[src/design/controlPkg.sv]
// instruction field codes, state and class enums, control select types and codes
`default_nettype none

package controlPkg;

    typedef logic [5:0] opcodeT;
    typedef logic [5:0] functT;
    typedef logic [2:0] aluOpT;
    typedef logic [1:0] muxSel2T;
    typedef logic [2:0] pcSourceT;
    typedef logic [3:0] dataSourceT;

    localparam opcodeT opRType = 6'h00;
    localparam opcodeT opJ     = 6'h02;
    localparam opcodeT opJal   = 6'h03;
    localparam opcodeT opBeq   = 6'h04;
    localparam opcodeT opBne   = 6'h05;
    localparam opcodeT opAddi  = 6'h08;
    localparam opcodeT opAddiu = 6'h09;
    localparam opcodeT opLw    = 6'h23;
    localparam opcodeT opSw    = 6'h2B;

    localparam functT fAdd = 6'h20;
    localparam functT fSub = 6'h22;
    localparam functT fAnd = 6'h24;

    typedef enum logic [3:0] {
        clsAdd, clsSub, clsAnd, clsAddi, clsAddiu,
        clsBeq, clsBne, clsLw, clsSw, clsJ, clsJal,
        clsIllegal
    } instrClassT;

    typedef enum logic [3:0] {
        stFetch, stFetchWait, stIrLoad, stDecode,
        stAluExec, stAluWrite,
        stBranch, stJump, stJalLink,
        stLoadAddr, stLoadWait, stLoadWrite,
        stStoreAddr, stStoreWrite,
        stException
    } ctrlStateT;

    localparam aluOpT aluAdd = 3'b001;
    localparam aluOpT aluSub = 3'b010;
    localparam aluOpT aluAnd = 3'b011;

    localparam pcSourceT pcAluResult    = 3'd0; // straight from the alu
    localparam pcSourceT pcAluOut       = 3'd1; // branch target held in aluOut
    localparam pcSourceT pcJumpTarget   = 3'd2;
    localparam pcSourceT pcExceptVector = 3'd3;

    localparam dataSourceT dsAluOut  = 4'd0;
    localparam dataSourceT dsMemData = 4'd1;
    localparam dataSourceT dsPc      = 4'd2; // return address for jal

    localparam muxSel2T iorPc     = 2'd0;
    localparam muxSel2T iorAluOut = 2'd1;

    localparam muxSel2T srcAPc  = 2'd0;
    localparam muxSel2T srcAReg = 2'd1;

    localparam muxSel2T srcBReg    = 2'd0;
    localparam muxSel2T srcBFour   = 2'd1;
    localparam muxSel2T srcBImm    = 2'd2;
    localparam muxSel2T srcBBranch = 2'd3; // sign extended offset << 2

    localparam muxSel2T regRt = 2'd0;
    localparam muxSel2T regRd = 2'd1;
    localparam muxSel2T regRa = 2'd3; // r31

    localparam muxSel2T excNoOpcode = 2'd0;
    localparam muxSel2T excOverflow = 2'd1;

endpackage

`default_nettype wire

[src/design/instrDecoder.sv]
// decoder from opcode and funct to instruction class
`timescale 1ns/100ps
`default_nettype none

module instrDecoder (
    input  wire controlPkg::opcodeT opcode,
    input  wire controlPkg::functT  funct,
    output controlPkg::instrClassT  instrClass
);

    controlPkg::instrClassT rClass;

    // R-type is split on funct
    always_comb begin
        case (funct)
            controlPkg::fAdd: rClass = controlPkg::clsAdd;
            controlPkg::fSub: rClass = controlPkg::clsSub;
            controlPkg::fAnd: rClass = controlPkg::clsAnd;
            default:          rClass = controlPkg::clsIllegal; // unsupported funct
        endcase
    end

    always_comb begin
        case (opcode)
            controlPkg::opRType: begin
                instrClass = rClass;
            end
            controlPkg::opAddi: begin
                instrClass = controlPkg::clsAddi;
            end
            controlPkg::opAddiu: begin
                instrClass = controlPkg::clsAddiu;
            end
            controlPkg::opBeq: begin
                instrClass = controlPkg::clsBeq;
            end
            controlPkg::opBne: begin
                instrClass = controlPkg::clsBne;
            end
            controlPkg::opLw: begin
                instrClass = controlPkg::clsLw;
            end
            controlPkg::opSw: begin
                instrClass = controlPkg::clsSw;
            end
            controlPkg::opJ: begin
                instrClass = controlPkg::clsJ;
            end
            controlPkg::opJal: begin
                instrClass = controlPkg::clsJal;
            end
            default: begin
                instrClass = controlPkg::clsIllegal; // nonexistent opcode
            end
        endcase
    end

endmodule

`default_nettype wire

[src/design/controlSequencer.sv]
// state register, class latch, memory wait counter and next-state logic of the control FSM
`timescale 1ns/100ps
`default_nettype none

module controlSequencer #(
    parameter int memWaitCycles = 1
) (
    input  wire clk,
    input  wire reset,
    input  wire controlPkg::instrClassT instrClass,
    input  wire overflow,
    output controlPkg::ctrlStateT state,
    output controlPkg::instrClassT curClass
);

    localparam int cntW = (memWaitCycles > 1) ? $clog2(memWaitCycles) : 1;
    localparam logic [cntW-1:0] lastCnt = cntW'(memWaitCycles - 1);

    controlPkg::ctrlStateT nextState;
    controlPkg::ctrlStateT dispatchState;
    logic [cntW-1:0] waitCnt;
    logic inWait;
    logic waitDone;
    logic trapOverflow;

    assign inWait   = (state == controlPkg::stFetchWait) || (state == controlPkg::stLoadWait);
    assign waitDone = (waitCnt == lastCnt);

    // only the signed ALU classes trap
    assign trapOverflow = overflow && ((curClass == controlPkg::clsAdd) ||
                                       (curClass == controlPkg::clsSub) ||
                                       (curClass == controlPkg::clsAddi));

    // shared by fetch and load waits
    always_ff @(posedge clk) begin
        if (reset) begin
            waitCnt <= '0;
        end else if (inWait && !waitDone) begin
            waitCnt <= waitCnt + 1'b1;
        end else begin
            waitCnt <= '0;
        end
    end

    always_ff @(posedge clk) begin
        if (reset) begin
            state    <= controlPkg::stFetch;
            curClass <= controlPkg::clsIllegal;
        end else begin
            state <= nextState;
            if (state == controlPkg::stDecode) begin
                curClass <= instrClass; // held for the whole execute path
            end
        end
    end

    always_comb begin
        case (instrClass)
            controlPkg::clsAdd,
            controlPkg::clsSub,
            controlPkg::clsAnd,
            controlPkg::clsAddi,
            controlPkg::clsAddiu: dispatchState = controlPkg::stAluExec;
            controlPkg::clsBeq,
            controlPkg::clsBne:   dispatchState = controlPkg::stBranch;
            controlPkg::clsLw:    dispatchState = controlPkg::stLoadAddr;
            controlPkg::clsSw:    dispatchState = controlPkg::stStoreAddr;
            controlPkg::clsJ:     dispatchState = controlPkg::stJump;
            controlPkg::clsJal:   dispatchState = controlPkg::stJalLink;
            default:              dispatchState = controlPkg::stException;
        endcase
    end

    always_comb begin
        nextState = state;
        case (state)
            controlPkg::stFetch: begin
                nextState = controlPkg::stFetchWait;
            end
            controlPkg::stFetchWait: begin
                if (waitDone) begin
                    nextState = controlPkg::stIrLoad;
                end
            end
            controlPkg::stIrLoad: begin
                nextState = controlPkg::stDecode;
            end
            controlPkg::stDecode: begin
                nextState = dispatchState;
            end
            controlPkg::stAluExec: begin
                nextState = trapOverflow ? controlPkg::stException : controlPkg::stAluWrite;
            end
            controlPkg::stJalLink: begin
                nextState = controlPkg::stJump; // link first, then jump
            end
            controlPkg::stLoadAddr: begin
                nextState = controlPkg::stLoadWait;
            end
            controlPkg::stLoadWait: begin
                if (waitDone) begin
                    nextState = controlPkg::stLoadWrite;
                end
            end
            controlPkg::stStoreAddr: begin
                nextState = controlPkg::stStoreWrite;
            end
            default: begin
                nextState = controlPkg::stFetch; // last cycle of every execute path
            end
        endcase
    end

endmodule

`default_nettype wire

[src/design/controlOutputs.sv]
// registered control word from state and latched class
`timescale 1ns/100ps
`default_nettype none

module controlOutputs (
    input  wire clk,
    input  wire reset,
    input  wire controlPkg::ctrlStateT  state,
    input  wire controlPkg::instrClassT curClass,
    input  wire equals,
    output logic pcWrite,
    output controlPkg::pcSourceT pcSource,
    output controlPkg::muxSel2T iorD,
    output logic memWrite,
    output logic irWrite,
    output logic regWrite,
    output controlPkg::muxSel2T regDest,
    output controlPkg::dataSourceT dataSource,
    output controlPkg::muxSel2T aluSrcA,
    output controlPkg::muxSel2T aluSrcB,
    output controlPkg::aluOpT aluControl,
    output logic aWrite,
    output logic bWrite,
    output logic aluOutWrite,
    output logic epcWrite,
    output controlPkg::muxSel2T excptControl
);

    controlPkg::aluOpT classAluOp;
    controlPkg::muxSel2T classRegDest;
    controlPkg::muxSel2T classSrcB;
    logic isRType;
    logic trapsOverflow;
    logic branchTaken;

    assign isRType = (curClass == controlPkg::clsAdd) || (curClass == controlPkg::clsSub) ||
                     (curClass == controlPkg::clsAnd);
    assign trapsOverflow = (curClass == controlPkg::clsAdd) || (curClass == controlPkg::clsSub) ||
                           (curClass == controlPkg::clsAddi);
    assign branchTaken = ((curClass == controlPkg::clsBeq) && equals) ||
                         ((curClass == controlPkg::clsBne) && !equals);

    assign classRegDest = isRType ? controlPkg::regRd : controlPkg::regRt;
    assign classSrcB    = isRType ? controlPkg::srcBReg : controlPkg::srcBImm;

    always_comb begin
        case (curClass)
            controlPkg::clsSub: classAluOp = controlPkg::aluSub;
            controlPkg::clsAnd: classAluOp = controlPkg::aluAnd;
            default:            classAluOp = controlPkg::aluAdd; // add, addi, addiu
        endcase
    end

    always_ff @(posedge clk) begin
        if (reset) begin
            pcWrite      <= 1'b0;
            pcSource     <= controlPkg::pcAluResult;
            iorD         <= controlPkg::iorPc;
            memWrite     <= 1'b0;
            irWrite      <= 1'b0;
            regWrite     <= 1'b0;
            regDest      <= controlPkg::regRa;
            dataSource   <= controlPkg::dsAluOut;
            aluSrcA      <= controlPkg::srcAPc;
            aluSrcB      <= controlPkg::srcBReg;
            aluControl   <= controlPkg::aluAdd;
            aWrite       <= 1'b0;
            bWrite       <= 1'b0;
            aluOutWrite  <= 1'b0;
            epcWrite     <= 1'b0;
            excptControl <= controlPkg::excNoOpcode;
        end else begin
            pcWrite      <= 1'b0;
            pcSource     <= controlPkg::pcAluResult;
            iorD         <= controlPkg::iorPc;
            memWrite     <= 1'b0;
            irWrite      <= 1'b0;
            regWrite     <= 1'b0;
            regDest      <= classRegDest;
            dataSource   <= controlPkg::dsAluOut;
            aluSrcA      <= controlPkg::srcAPc;
            aluSrcB      <= controlPkg::srcBReg;
            aluControl   <= controlPkg::aluAdd;
            aWrite       <= 1'b0;
            bWrite       <= 1'b0;
            aluOutWrite  <= 1'b0;
            epcWrite     <= 1'b0;
            excptControl <= controlPkg::excNoOpcode;
            case (state)
                controlPkg::stFetch: begin
                    pcWrite <= 1'b1; // pc + 4
                    aluSrcB <= controlPkg::srcBFour;
                end
                controlPkg::stIrLoad: begin
                    irWrite <= 1'b1;
                end
                controlPkg::stDecode: begin
                    aWrite      <= 1'b1;
                    bWrite      <= 1'b1;
                    aluOutWrite <= 1'b1; // branch target kept for stBranch
                    aluSrcB     <= controlPkg::srcBBranch;
                end
                controlPkg::stAluExec: begin
                    aluSrcA     <= controlPkg::srcAReg;
                    aluSrcB     <= classSrcB;
                    aluControl  <= classAluOp;
                    aluOutWrite <= 1'b1;
                end
                controlPkg::stAluWrite: begin
                    regWrite   <= 1'b1;
                    aluSrcA    <= controlPkg::srcAReg;
                    aluSrcB    <= classSrcB;
                    aluControl <= classAluOp;
                end
                controlPkg::stBranch: begin
                    pcWrite    <= branchTaken;
                    pcSource   <= controlPkg::pcAluOut;
                    aluSrcA    <= controlPkg::srcAReg;
                    aluControl <= controlPkg::aluSub; // compare rs and rt
                end
                controlPkg::stJump: begin
                    pcWrite  <= 1'b1;
                    pcSource <= controlPkg::pcJumpTarget;
                end
                controlPkg::stJalLink: begin
                    regWrite   <= 1'b1;
                    regDest    <= controlPkg::regRa;
                    dataSource <= controlPkg::dsPc;
                end
                controlPkg::stLoadAddr, controlPkg::stStoreAddr: begin
                    aluSrcA     <= controlPkg::srcAReg;
                    aluSrcB     <= controlPkg::srcBImm;
                    aluOutWrite <= 1'b1; // effective address
                end
                controlPkg::stLoadWait: begin
                    iorD <= controlPkg::iorAluOut;
                end
                controlPkg::stLoadWrite: begin
                    iorD       <= controlPkg::iorAluOut;
                    regWrite   <= 1'b1;
                    regDest    <= controlPkg::regRt;
                    dataSource <= controlPkg::dsMemData;
                end
                controlPkg::stStoreWrite: begin
                    iorD     <= controlPkg::iorAluOut;
                    memWrite <= 1'b1;
                end
                controlPkg::stException: begin
                    epcWrite     <= 1'b1;
                    pcWrite      <= 1'b1;
                    pcSource     <= controlPkg::pcExceptVector;
                    excptControl <= trapsOverflow ? controlPkg::excOverflow
                                                  : controlPkg::excNoOpcode;
                end
                default: begin
                end
            endcase
        end
    end

endmodule

`default_nettype wire

[src/design/controlUnit.sv]
// multicycle control top with decoder, sequencer and output register
`timescale 1ns/100ps
`default_nettype none

module controlUnit #(
    parameter int memWaitCycles = 1
) (
    input  wire clk,
    input  wire reset,
    input  wire controlPkg::opcodeT opcode,
    input  wire controlPkg::functT  funct,
    input  wire equals,
    input  wire overflow,
    output wire pcWrite,
    output wire controlPkg::pcSourceT pcSource,
    output wire controlPkg::muxSel2T iorD,
    output wire memWrite,
    output wire irWrite,
    output wire regWrite,
    output wire controlPkg::muxSel2T regDest,
    output wire controlPkg::dataSourceT dataSource,
    output wire controlPkg::muxSel2T aluSrcA,
    output wire controlPkg::muxSel2T aluSrcB,
    output wire controlPkg::aluOpT aluControl,
    output wire aWrite,
    output wire bWrite,
    output wire aluOutWrite,
    output wire epcWrite,
    output wire controlPkg::muxSel2T excptControl
);

    controlPkg::instrClassT instrClass;
    controlPkg::instrClassT curClass;
    controlPkg::ctrlStateT  state;

    instrDecoder decoder (
        .opcode     (opcode),
        .funct      (funct),
        .instrClass (instrClass)
    );

    controlSequencer #(
        .memWaitCycles (memWaitCycles)
    ) sequencer (
        .clk        (clk),
        .reset      (reset),
        .instrClass (instrClass),
        .overflow   (overflow),
        .state      (state),
        .curClass   (curClass)
    );

    controlOutputs outputs (
        .clk          (clk),
        .reset        (reset),
        .state        (state),
        .curClass     (curClass),
        .equals       (equals),
        .pcWrite      (pcWrite),
        .pcSource     (pcSource),
        .iorD         (iorD),
        .memWrite     (memWrite),
        .irWrite      (irWrite),
        .regWrite     (regWrite),
        .regDest      (regDest),
        .dataSource   (dataSource),
        .aluSrcA      (aluSrcA),
        .aluSrcB      (aluSrcB),
        .aluControl   (aluControl),
        .aWrite       (aWrite),
        .bWrite       (bWrite),
        .aluOutWrite  (aluOutWrite),
        .epcWrite     (epcWrite),
        .excptControl (excptControl)
    );

endmodule

`default_nettype wire

[config.mk]
export PLATFORM = sky130hd
export DESIGN_NAME = controlUnit
export DESIGN_NICKNAME = d
export VERILOG_FILES = /design/src/design/controlPkg.sv /design/src/design/instrDecoder.sv /design/src/design/controlSequencer.sv /design/src/design/controlOutputs.sv /design/src/design/controlUnit.sv
export SDC_FILE = /design/constraint.sdc
export NUM_CORES = 1
export LEC_CHECK = 0
export BUFFER_PORTS_ARGS = -buffer_cell sky130_fd_sc_hd__buf_2
export CORE_ASPECT_RATIO = 1.4
export CORE_MARGIN = 2
export CORE_UTILIZATION = 55
export DETAILED_ROUTE_END_ITERATION = 8
export PLACE_DENSITY = 0.83
export SYNTH_ARGS = -nofsm -noshare
export SYNTH_HDL_FRONTEND = slang
export SYNTH_SLANG_ARGS = --single-unit
[constraint.sdc]
create_clock -name clk -period 6.2 [get_ports clk]
set_input_delay 0 -clock clk [delete_from_list [all_inputs] [get_ports clk]]
set_output_delay 0 -clock clk [all_outputs]
set_load 0.05 [all_outputs]
==> run metrics <==
global-route wire length before repair=~5300 um; worst IR drop on VDD=about 0.00017 V; Sequential Area=between 500 and 600 um^2; detailed placer's ending HPWL=2353 um; RR Startpoint=sequencer.state[1]$_SDFFE_PP0P_; total power=approximately 550 uW; layout cells sized above 1=about a quarter; CTS tree=done; # nets final=245; Yosys cell types=46; Crit Path Class=register to register; syn avg cell area=approximately 8.1 um^2; Slew Limit Fails=0; internal cell power=between 300 and 400 uW; Vias/cell=roughly 5.4; Worst Hold Depth=2; Worst Hold Launch=reset; FF-to-FF End=sequencer.state[1]$_SDFFE_PP0P_; Horiz. Die Dim=between 40 and 50 um; Hold Crit Class=input port to register; clock share of power=36.3%; slowest cell on the critical path=dfxtp_1; Fillers=252; WHS Endpoint=outputs.aluOutWrite$_SDFF_PP0_; GRT overflow=0; post-synth top area share=a little over a third; GR Util All Layers=20.85%; asr flop ratio synth=0%; antenna diode count=0; area of the multi-input gates=about 910 um^2; crit-path cells=nand2_1 > or3_1 > nand2b_1 > nor2_1 > o31a_1; core box area=approximately 2800 um^2; deepest clock path buffer count=2; Cells after Synth=197; CTS Buf Count=5; Area growth, synth to finish=15.70%; Flop pwr share=about 41%; Post-synth EDFFs=0; crit path DAT=2.20 ns; vias in the first global route=approximately 1300; CTS resizes=0; Final Critical Period=1.976 ns; CP endpoint kind=register; Combinational Power Share=approximately a quarter; # rows=23; status=complete, no violations; Yosys reg bits=29; RSZ-0062 raised after global routing=false; drt drc=0; Starting Density=around 57%; Iter 0 DRT Violations=20; number of setup buffers added after CTS=0; top cell type by total area after synthesis=dfxtp_1; H-tree depth=2; CP startpoint kind=register; post-route ant nets=0; Switching Fraction=between 30% and 40%; Chip Height=67.85 um; # IOs=44; Worst-Margin Slew=roughly 0.64 ns; port buffer count=36; pin count of the biggest net entering global routing=22; Routed WL=3143 um; CP bufs+invs=0; Worst EP required=6.43 ns; Net Sw Power=~170 uW; Layout Skew=between 0.006 and 0.007 ns; dominant synthesized flop cell=dfxtp_1; P_leak=about 0.8 nW; most common cell after layout, fill and taps aside=buf_2; initial antenna violation count=0; number of max-cap violations=0; endpoints failing hold=0; Cell Pwr Density=around 300 nW/um^2; setup violators final=0; cell depth of the worst flop-to-flop path=5; sequential-to-total area share from yosys stat=a little over a third; yosys warns=0; maximum clock rate=~510 MHz; reg2reg setup slack=between 4 and 5 ns; Slew HR=a little under three fifths; TritonCTS sink count=29; slowest stage delay, CP=~0.73 ns; CTS root buffer=clkbuf_8; via count=~1400; GPL Wtd Cong=~0.91; largest delay contributor family on the critical path=simple AND/OR/NAND/NOR gates; Syn Std Cell Area=about 1600 um^2; Clock Latency Late Sink=between 0.2 and 0.3 ns; Reg clk slew, reported paths=around 0.06 ns; most frequent cells in the layout=buf_2, dfxtp_1, nor2_1, nand2_1, a21oi_1; top area cells in the synthesized netlist=dfxtp_1, nand2_1, nor2_1; setup tns final=0 ns; final worst path period share=a little under a third; die area=approximately 3400 um^2; CTS hold repair buffers=0; drt wl/cell=roughly 12 um; 1st-pass router iterations=4; crit-path max FO=21
==> logic make-up after synthesis <==
family | count (synthesis) | share of synthesized area [%]
other cells | 1 | 0.2342
simple gates | 85 | 28.36
compound gates | 47 | 21.17
mux | 2 | 1.250
xor+xnor | 3 | 1.641
flops | 29 | 36.25
buf+inv | 27 | 8.750
fa+ha+maj | 3 | 2.344
==> flip-flops by register name (all words and copies together) (netlist names) <==
name / flops
outputs.irWrite: 1
outputs.aluSrcB: 2
outputs.aluControl: 2
outputs.regWrite: 1
outputs.excptControl: 1
outputs.pcSource: 2
outputs.iorD: 1
outputs.memWrite: 1
outputs.epcWrite: 1
outputs.dataSource: 2
outputs.aWrite: 1
outputs.aluOutWrite: 1
outputs.aluSrcA: 1
outputs.regDest: 2
sequencer.state: 4
outputs.pcWrite: 1
sequencer.waitCnt: 1
sequencer.curClass: 4
==> worst register-to-register path, cell delays in order, from the launching register on <==
cell and delay (ns):
dfxtp_1 0.73, nand2_1 0.19, or3_1 0.54, nand2b_1 0.25
nor2_1 0.11, o31a_1 0.11
==> cells in the mapped netlist (2+ instances only) <==
| cell type | number |
|---|---|
| buf_4 | 8 |
| nor4_1 | 3 |
| or2_2 | 3 |
| o21ai_0 | 9 |
| inv_1 | 6 |
| nor2_1 | 21 |
| mux2i_1 | 2 |
| or3_1 | 2 |
| nand2_1 | 21 |
| ha_1 | 3 |
| and3_1 | 2 |
| a221oi_1 | 3 |
| a21o_1 | 2 |
| o211ai_1 | 3 |
| nand3_1 | 4 |
| nor3_1 | 6 |
| xnor2_1 | 2 |
| dfxtp_1 | 29 |
| clkbuf_1 | 11 |
| nor2b_1 | 4 |
| nand2b_1 | 12 |
| o31a_1 | 3 |
| a21oi_1 | 15 |
==> layout make-up <==
type / count / area share, %
clock inverters: 1 / 1.621
well taps: 37 / 2.498
inverters: 6 / 1.215
clock buffers: 7 / 4.659
multi-input cells: 148 / 48.95
repair buffers: 36 / 9.723
flip-flops and latches: 29 / 31.33
==> worst max-delay path by stage <==
stage                                          from                         endpoint  slack, ns  cells past startpoint
floorplan                                 opcode[1]  sequencer.state[1]$_SDFFE_PP0P_       4.21                     10
detailed placement                        opcode[5]  sequencer.state[1]$_SDFFE_PP0P_       4.02                     10
global route        sequencer.state[1]$_SDFFE_PP0P_  sequencer.state[1]$_SDFFE_PP0P_       4.03                      5
CTS                 sequencer.state[1]$_SDFFE_PP0P_  sequencer.state[1]$_SDFFE_PP0P_       4.25                      5
finish              sequencer.state[1]$_SDFFE_PP0P_  sequencer.state[1]$_SDFFE_PP0P_       4.22                      5
global placement                          opcode[5]  sequencer.state[1]$_SDFFE_PP0P_       4.09                     10
==> through the flow <==
stage | instance area (um^2) | setup slack, ns | hold slack (ns) | std cells | utilization (%)
final | 1853 | 4.224 | 0.06386 | 264 | 65.71
after global routing | 1853 | 4.030 | 0.07821 | 264 | 65.71
after CTS | 1853 | 4.251 | 0.06047 | 264 | 65.71
after detailed placement | 1737 | 4.022 | 0.3513 | 256 | 61.58
after global placement | 1737 | 4.087 | 0.3578 | 256 | 61.58
after floorplan | 1628 | 4.205 | 0.07708 | 204 | -
==> power by group through the flow <==
stage	combinational [mW]	sequential, mW	clock, mW
2_1_floorplan	0.0961	0.236	0
3_3_place_gp	0.126	0.225	0
3_5_place_dp	0.127	0.225	0
4_1_cts	0.128	0.221	0.201
5_1_grt	0.140	0.225	0.209
6_report	0.128	0.222	0.199
==> routing by layer <==
layer	GRT usage (%)	vias up	wire, um
met5	0	-	0
met1	17.87	640	1140
met3	5.895	8	172
met4	12.85	0	99
met2	41.83	50	1730
li1	-	732	-
(Power assumes the default switching activity.)
